===== src/rename_pkg.sv =====
package rename_pkg;

    // register file sizes
    localparam int arch_regs  = 32;
    localparam int phys_regs  = 64;
    localparam int free_depth = phys_regs - arch_regs;  // regs not mapped after reset

    localparam int arch_bits = $clog2(arch_regs);
    localparam int phys_bits = $clog2(phys_regs);
    localparam int cnt_bits  = $clog2(free_depth + 1);

    typedef logic [arch_bits-1:0] arch_reg_t;
    typedef logic [phys_bits-1:0] phys_reg_t;
    typedef logic [cnt_bits-1:0]  free_cnt_t;   // 0 .. free_depth

    // decoded instruction as seen by the rename stage
    typedef struct packed {
        arch_reg_t src1;
        arch_reg_t src2;
        arch_reg_t dest;
    } rename_req_t;

    // renamed instruction
    typedef struct packed {
        phys_reg_t phys_src1;
        phys_reg_t phys_src2;
        phys_reg_t phys_dest;
        phys_reg_t phys_dest_old;   // freed when this instruction commits
    } rename_rsp_t;

endpackage


===== src/free_list.sv =====
`timescale 1ns/1ps

// circular queue of free physical registers
module free_list (
    input  logic                  clk,
    input  logic                  reset,

    // allocation side
    input  logic                  pop,
    output rename_pkg::phys_reg_t head,
    output logic                  empty,

    // commit side, four-phase
    input  logic                  commit_req,
    output logic                  commit_ack,
    input  rename_pkg::phys_reg_t commit_phys_reg
);

    localparam int ptr_bits = $clog2(rename_pkg::free_depth);

    rename_pkg::phys_reg_t fifo_q [rename_pkg::free_depth];
    logic [ptr_bits-1:0]   head_ptr;
    logic [ptr_bits-1:0]   tail_ptr;
    rename_pkg::free_cnt_t free_cnt;
    logic                  push;

    assign head  = fifo_q[head_ptr];
    assign empty = (free_cnt == '0);

    // new commit seen on the link
    assign push = commit_req && !commit_ack;

    always_ff @(posedge clk) begin
        if (reset) begin
            // holds arch_regs .. phys_regs-1 in ascending order
            for (int i = 0; i < rename_pkg::free_depth; i++) begin
                fifo_q[i] <= rename_pkg::phys_reg_t'(rename_pkg::arch_regs + i);
            end
            head_ptr   <= '0;
            tail_ptr   <= '0;   // full, tail wrapped onto head
            free_cnt   <= rename_pkg::free_cnt_t'(rename_pkg::free_depth);
            commit_ack <= 1'b0;
        end else begin
            if (pop) begin
                head_ptr <= head_ptr + 1'b1;
            end
            if (push) begin
                fifo_q[tail_ptr] <= commit_phys_reg;
                tail_ptr         <= tail_ptr + 1'b1;
            end

            case ({push, pop})
                2'b10:   free_cnt <= free_cnt + 1'b1;
                2'b01:   free_cnt <= free_cnt - 1'b1;
                default: free_cnt <= free_cnt;   // both or neither
            endcase

            if (push) begin
                commit_ack <= 1'b1;
            end else if (!commit_req) begin
                commit_ack <= 1'b0;
            end
        end
    end

endmodule


===== src/hs_stage.sv =====
`timescale 1ns/1ps

// one-entry buffer between two four-phase links
module hs_stage #(
    parameter type payload_t = logic [7:0]
) (
    input  logic     clk,
    input  logic     reset,

    // upstream link, this stage is the receiver
    input  logic     up_req,
    output logic     up_ack,
    input  payload_t up_data,

    // downstream link, this stage is the sender
    output logic     dn_req,
    input  logic     dn_ack,
    output payload_t dn_data
);

    logic take;

    // both links back at idle before a new capture
    assign take = up_req && !up_ack && !dn_req && !dn_ack;

    always_ff @(posedge clk) begin
        if (reset) begin
            up_ack <= 1'b0;
            dn_req <= 1'b0;
        end else begin
            // upstream side
            if (take) begin
                up_ack <= 1'b1;
            end else if (!up_req) begin
                up_ack <= 1'b0;     // return to zero
            end

            // downstream side
            if (take) begin
                dn_req <= 1'b1;
            end else if (dn_ack) begin
                dn_req <= 1'b0;
            end
        end
    end

    // payload held until the next capture
    always_ff @(posedge clk) begin
        if (take) begin
            dn_data <= up_data;
        end
    end

endmodule


===== src/rename_core.sv =====
`timescale 1ns/1ps

// rename control: lookup, allocate, update, form result
module rename_core (
    input  logic                    clk,
    input  logic                    reset,

    input  logic                    in_req,
    output logic                    in_ack,
    input  rename_pkg::rename_req_t in_data,

    output logic                    out_req,
    input  logic                    out_ack,
    output rename_pkg::rename_rsp_t out_data,

    // alias table
    output rename_pkg::arch_reg_t   rd_arch1,
    output rename_pkg::arch_reg_t   rd_arch2,
    output rename_pkg::arch_reg_t   rd_arch3,
    input  rename_pkg::phys_reg_t   rd_phys1,
    input  rename_pkg::phys_reg_t   rd_phys2,
    input  rename_pkg::phys_reg_t   rd_phys3,
    output logic                    wr_en,
    output rename_pkg::arch_reg_t   wr_arch,
    output rename_pkg::phys_reg_t   wr_phys,

    // free list
    output logic                    pop,
    input  rename_pkg::phys_reg_t   head,
    input  logic                    empty
);

    logic accept;

    // stalls here while the free list is empty
    assign accept = in_req && !in_ack && !out_req && !out_ack && !empty;

    assign rd_arch1 = in_data.src1;
    assign rd_arch2 = in_data.src2;
    assign rd_arch3 = in_data.dest;    // old mapping of the destination

    assign wr_en   = accept;
    assign wr_arch = in_data.dest;
    assign wr_phys = head;
    assign pop     = accept;

    always_ff @(posedge clk) begin
        if (reset) begin
            in_ack  <= 1'b0;
            out_req <= 1'b0;
        end else begin
            if (accept) begin
                in_ack <= 1'b1;
            end else if (!in_req) begin
                in_ack <= 1'b0;
            end

            if (accept) begin
                out_req <= 1'b1;
            end else if (out_ack) begin
                out_req <= 1'b0;
            end
        end
    end

    // sources sampled before the table write lands
    always_ff @(posedge clk) begin
        if (accept) begin
            out_data.phys_src1     <= rd_phys1;
            out_data.phys_src2     <= rd_phys2;
            out_data.phys_dest     <= head;
            out_data.phys_dest_old <= rd_phys3;
        end
    end

endmodule


===== src/rename_map_table.sv =====
`timescale 1ns/1ps

// register alias table, arch index -> current phys index
module rename_map_table (
    input  logic                  clk,
    input  logic                  reset,

    // lookup ports, combinational
    input  rename_pkg::arch_reg_t rd_arch1,
    input  rename_pkg::arch_reg_t rd_arch2,
    input  rename_pkg::arch_reg_t rd_arch3,
    output rename_pkg::phys_reg_t rd_phys1,
    output rename_pkg::phys_reg_t rd_phys2,
    output rename_pkg::phys_reg_t rd_phys3,

    // update port
    input  logic                  wr_en,
    input  rename_pkg::arch_reg_t wr_arch,
    input  rename_pkg::phys_reg_t wr_phys
);

    rename_pkg::phys_reg_t map_q [rename_pkg::arch_regs];

    // reads see the table before this cycle's write
    assign rd_phys1 = map_q[rd_arch1];
    assign rd_phys2 = map_q[rd_arch2];
    assign rd_phys3 = map_q[rd_arch3];

    always_ff @(posedge clk) begin
        if (reset) begin
            // identity map after reset
            for (int i = 0; i < rename_pkg::arch_regs; i++) begin
                map_q[i] <= rename_pkg::phys_reg_t'(i);
            end
        end else if (wr_en) begin
            map_q[wr_arch] <= wr_phys;
        end
    end

endmodule


===== src/rename_unit.sv =====
`timescale 1ns/1ps

module rename_unit (
    input  logic                  clk,
    input  logic                  reset,

    // rename requests from decode
    input  logic                  rename_req,
    output logic                  rename_ack,
    input  rename_pkg::arch_reg_t rename_src1,
    input  rename_pkg::arch_reg_t rename_src2,
    input  rename_pkg::arch_reg_t rename_dest,

    // renamed instructions
    output logic                  ren_req,
    input  logic                  ren_ack,
    output rename_pkg::phys_reg_t ren_phys_src1,
    output rename_pkg::phys_reg_t ren_phys_src2,
    output rename_pkg::phys_reg_t ren_phys_dest,
    output rename_pkg::phys_reg_t ren_phys_dest_old,

    // freed registers from the reorder buffer
    input  logic                  commit_req,
    output logic                  commit_ack,
    input  rename_pkg::phys_reg_t commit_phys_reg
);

    rename_pkg::rename_req_t req_data;
    rename_pkg::rename_req_t in_data;
    rename_pkg::rename_rsp_t out_data;
    rename_pkg::rename_rsp_t rsp_data;

    logic in_req, in_ack;
    logic out_req, out_ack;

    rename_pkg::arch_reg_t rd_arch1, rd_arch2, rd_arch3;
    rename_pkg::phys_reg_t rd_phys1, rd_phys2, rd_phys3;
    logic                  wr_en;
    rename_pkg::arch_reg_t wr_arch;
    rename_pkg::phys_reg_t wr_phys;
    logic                  pop, empty;
    rename_pkg::phys_reg_t head;

    assign req_data.src1 = rename_src1;
    assign req_data.src2 = rename_src2;
    assign req_data.dest = rename_dest;

    assign ren_phys_src1     = rsp_data.phys_src1;
    assign ren_phys_src2     = rsp_data.phys_src2;
    assign ren_phys_dest     = rsp_data.phys_dest;
    assign ren_phys_dest_old = rsp_data.phys_dest_old;

    hs_stage #(.payload_t(rename_pkg::rename_req_t)) intake_i (
        .clk(clk), .reset(reset),
        .up_req(rename_req), .up_ack(rename_ack), .up_data(req_data),
        .dn_req(in_req), .dn_ack(in_ack), .dn_data(in_data)
    );

    rename_core core_i (
        .clk(clk), .reset(reset),
        .in_req(in_req), .in_ack(in_ack), .in_data(in_data),
        .out_req(out_req), .out_ack(out_ack), .out_data(out_data),
        .rd_arch1(rd_arch1), .rd_arch2(rd_arch2), .rd_arch3(rd_arch3),
        .rd_phys1(rd_phys1), .rd_phys2(rd_phys2), .rd_phys3(rd_phys3),
        .wr_en(wr_en), .wr_arch(wr_arch), .wr_phys(wr_phys),
        .pop(pop), .head(head), .empty(empty)
    );

    rename_map_table map_table_i (
        .clk(clk), .reset(reset),
        .rd_arch1(rd_arch1), .rd_arch2(rd_arch2), .rd_arch3(rd_arch3),
        .rd_phys1(rd_phys1), .rd_phys2(rd_phys2), .rd_phys3(rd_phys3),
        .wr_en(wr_en), .wr_arch(wr_arch), .wr_phys(wr_phys)
    );

    free_list free_list_i (
        .clk(clk), .reset(reset),
        .pop(pop), .head(head), .empty(empty),
        .commit_req(commit_req), .commit_ack(commit_ack),
        .commit_phys_reg(commit_phys_reg)
    );

    hs_stage #(.payload_t(rename_pkg::rename_rsp_t)) issue_i (
        .clk(clk), .reset(reset),
        .up_req(out_req), .up_ack(out_ack), .up_data(out_data),
        .dn_req(ren_req), .dn_ack(ren_ack), .dn_data(rsp_data)
    );

endmodule


===== config.mk =====
export PLATFORM = sky130hd
export DESIGN_NAME = rename_unit
export DESIGN_NICKNAME = d
export VERILOG_FILES = /design/src/rename_pkg.sv /design/src/free_list.sv /design/src/hs_stage.sv /design/src/rename_core.sv /design/src/rename_map_table.sv /design/src/rename_unit.sv
export SDC_FILE = /design/constraint.sdc
export NUM_CORES = 1
export LEC_CHECK = 0
export BUFFER_PORTS_ARGS = -buffer_cell sky130_fd_sc_hd__buf_2
export CAP_MARGIN = 15
export CORE_ASPECT_RATIO = 0.75
export CORE_MARGIN = 5
export CORE_UTILIZATION = 55
export CTS_CLUSTER_SIZE = 10
export DETAILED_ROUTE_END_ITERATION = 8
export PLACE_DENSITY = 0.8
export SKIP_LAST_GASP = 1
export SYNTH_ARGS = -nofsm -noshare
export SYNTH_HDL_FRONTEND = slang
export SYNTH_SLANG_ARGS = --single-unit

===== constraint.sdc =====
create_clock -name clk -period 5.45 [get_ports clk]
set_clock_uncertainty 0.05 [all_clocks]
set_input_delay 0.545 -clock clk [delete_from_list [all_inputs] [get_ports clk]]
set_output_delay 0.545 -clock clk [all_outputs]
set_load 0.02 [all_outputs]

==> metrics.txt <==
via count=15,500; Initial DRC Count=2,842; final setup TNS=0 ns; commonest non-fill, non-tap cell in the layout=edfxtp_1; RD Place Congestion=0.920; fillers=3,160; die width=251 um; Synth Area per Inst=14.0 um2; status=finished clean; async set-or-reset flop fraction in the synthesized netlist=0; Total Nets Final=1,721; area of the multi-input gates=0.00920 mm2; WS Path Type=reg2reg; initial antenna violation count=2; final critical-path required period=between 3 and 4 ns; placed wire-length estimate=40,400 um; Hold Path Class=in2reg; first drt pass iteration count=6; maxcap violations=0; power after layout=about 8.5 mW; Fmax=between 0.2 and 0.3 GHz; Core Rows=66; crit end category=register; Routed WL=61,200 um; final routed DRC violation total=0; ratio of final minimum period to clock period=0.651; Root Driver=clkbuf_16; vias in the first global route=14,700; die area=0.0480 mm2; CORE AREA=0.0433 mm2; synthesized area=0.0240 mm2; Final setup viols=0; largest net degree at the start of global routing=approximately 70; commonest non-fill, non-tap cells in the layout=edfxtp_1 (447), mux4_2 (168), nor2_1 (166); DIE HEIGHT=191 um; H-tree depth=2; Non-Filler Instances=2,299; number of synthesized flops with an enable pin=447; Post-synth top flop=edfxtp_1; cts repair resizes=0; Placed Instances=2,210; Worst Reg-to-Reg Cells=6; first-pass GRT wire length=~90,000 um; Port Buf Inserts=52; Critical Path RT=5.82 ns; fraction of layout cells with a size suffix above 1=0.230; R2R Setup Slk=1.90 ns; Leak Pwr=around 7.7 nW; TritonCTS clock tree=built; worst hold endpoint=intake_i.dn_data[8]$_DFFE_PP_; post-route ant nets=0; Hold Crit Start=rename_src2[3]; worst slew pin tran=1.20 ns; Synth cell types=47; pwr/cell area=327 mW/mm2; Register Area=around 0.014 mm2; clk sinks=475; clock edge transition at the registers on the reported setup and hold paths=roughly 0.06 ns; Max Root-Sink Buffers=3; worst skew pair latency=0.62 ns; register area share after synthesis=0.582; vias per cell=6.73; Final Util=0.600; Yosys Warn Count=0; Ports=53; Slew HR=0.202; final slew viol count=0; CP max FO=51; number of inserted diodes=0; RSZ-0062 raised after global routing=no; register bit total from synthesis=approximately 480; All-Layer GR Usage=0.255; Fin. Hold Viols=0; grt total ovfl=0; R2R Path End=map_table_i.map_q[31][5]$_SDFFCE_PN0P_; hold buffers post-CTS=0; Area Growth Syn to Fin=8.18%; Syn Nets=1,746; hold depth=1; VDD IR max=230 uV; Num CTS Buffers=53; total setup buffers inserted after CTS=0; Post-Syn Instances=1,712; Arr. time, crit path=~3.9 ns; initial core utilization=0.555; Avg WL per Cell=between 20 and 30 um; startpoint types=register
==> sequential cells by signal (all words and copies together), names as in the netlist, 5 cells and up, named ones only <==
name                  count
free_list_i.fifo_q      192
map_table_i.map_q       192
core_i.out_data          24
issue_i.dn_data          24
intake_i.dn_data         15
free_list_i.free_cnt      6
free_list_i.head_ptr      5
free_list_i.tail_ptr      5
==> area by class of cell <==
type | count | area share
Timing Repair Buffer | 79 | 0.0183
Clock inverter | 2 | 0.00149
Tap cell | 578 | 0.0278
Multi-Input combinational cell | 1064 | 0.354
Clock buffer | 87 | 0.0576
Inverter | 14 | 0.00202
Sequential cell | 475 | 0.539
==> per-stage QoR <==
step / worst slack [ns] / hold slack (ns) / area [um2]
final: 1.90 / 0.0442 / 26000
after global routing: 1.76 / 0.0294 / 26000
after CTS: 1.94 / 0.0155 / 26000
after detailed placement: 1.97 / 0.355 / 24400
after global placement: 1.98 / 0.351 / 24400
after floorplan: 2.07 / 0.350 / 24000
==> layer usage <==
| metal | global-route usage | part of all wire | vias to the layer above |
|---|---|---|---|
| li1 | - | - | 6457 |
| met1 | 0.381 | 0.38 | 7673 |
| met2 | 0.364 | 0.43 | 1222 |
| met3 | 0.0919 | 0.17 | 127 |
| met4 | 0.0596 | 0.021 | 4 |
| met5 | 0 | 0.00052 | - |
==> logic make-up after synthesis <==
group,after synthesis,synth area share
AO/OA/AOI/OAI,117,0.0337
XOR/XNOR,12,0.00438
adder cells (fa/ha/maj),8,0.00417
buffers and inverters,173,0.0354
flip-flops,475,0.582
multiplexers,279,0.205
AND/OR/NAND/NOR,648,0.135
==> Yosys cell counts, types with 2 or more instances <==
cell,count,share of area
edfxtp_1,447,0.56
buf_4,8,0.0025
nor2b_1,8,0.0021
o21ai_0,4,0.00083
nand3b_1,9,0.0028
mux2i_1,98,0.041
nand3_1,21,0.0044
and2_1,54,0.014
nor3b_1,4,0.0013
mux2_2,13,0.0061
buf_1,11,0.0017
nor2_1,166,0.026
clkbuf_1,97,0.015
or2_2,40,0.010
buf_8,2,0.0013
or4_1,7,0.0022
buf_2,27,0.0056
xnor2_1,3,0.0011
and3b_1,3,0.0011
a21boi_0,5,0.0016
a21oi_1,27,0.0056
nor3_1,32,0.0067
nor2_2,29,0.0076
buf_6,13,0.0061
or3_1,75,0.020
ha_1,8,0.0042
inv_1,13,0.0020
a31oi_1,2,0.00052
a22oi_1,73,0.023
dfxtp_1,28,0.023
nand4_1,10,0.0026
mux4_2,168,0.16
and3_1,4,0.0010
nand2b_1,40,0.010
xor2_1,9,0.0033
nand2_1,143,0.022
==> critical path, stage by stage, from the launching register on <==
cell and delay (ns):
dfxtp_4 0.86, buf_12 0.41, mux2i_1 0.14, a22oi_1 0.20, a21boi_0 0.10, or4_2 1.20
nor3_1 0.30
==> power breakdown <==
part	leakage (nW)	internal [mW]	switching [mW]
logic	2.89	0.360	0.627
registers	4.09	4.12	0.115
clock network	0.732	1.85	1.41
total	7.72	6.33	2.15
==> worst max path at each step <==
stage                                             end                                  from  slack [ns]
4_1_cts        map_table_i.map_q[31][5]$_SDFFCE_PN0P_                              register        1.94
3_3_place_gp   map_table_i.map_q[31][5]$_SDFFCE_PN0P_                              register        1.98
5_1_grt         map_table_i.map_q[3][3]$_SDFFCE_PN0P_  free_list_i.free_cnt[0]$_SDFFE_PP0P_        1.76
2_1_floorplan    free_list_i.free_cnt[4]$_SDFFE_PP0P_  free_list_i.free_cnt[0]$_SDFFE_PP0P_        2.07
3_5_place_dp   map_table_i.map_q[31][5]$_SDFFCE_PN0P_                              register        1.97
6_report       map_table_i.map_q[31][5]$_SDFFCE_PN0P_                              register        1.90
No activity file was read; power rests on OpenSTA's default activity.
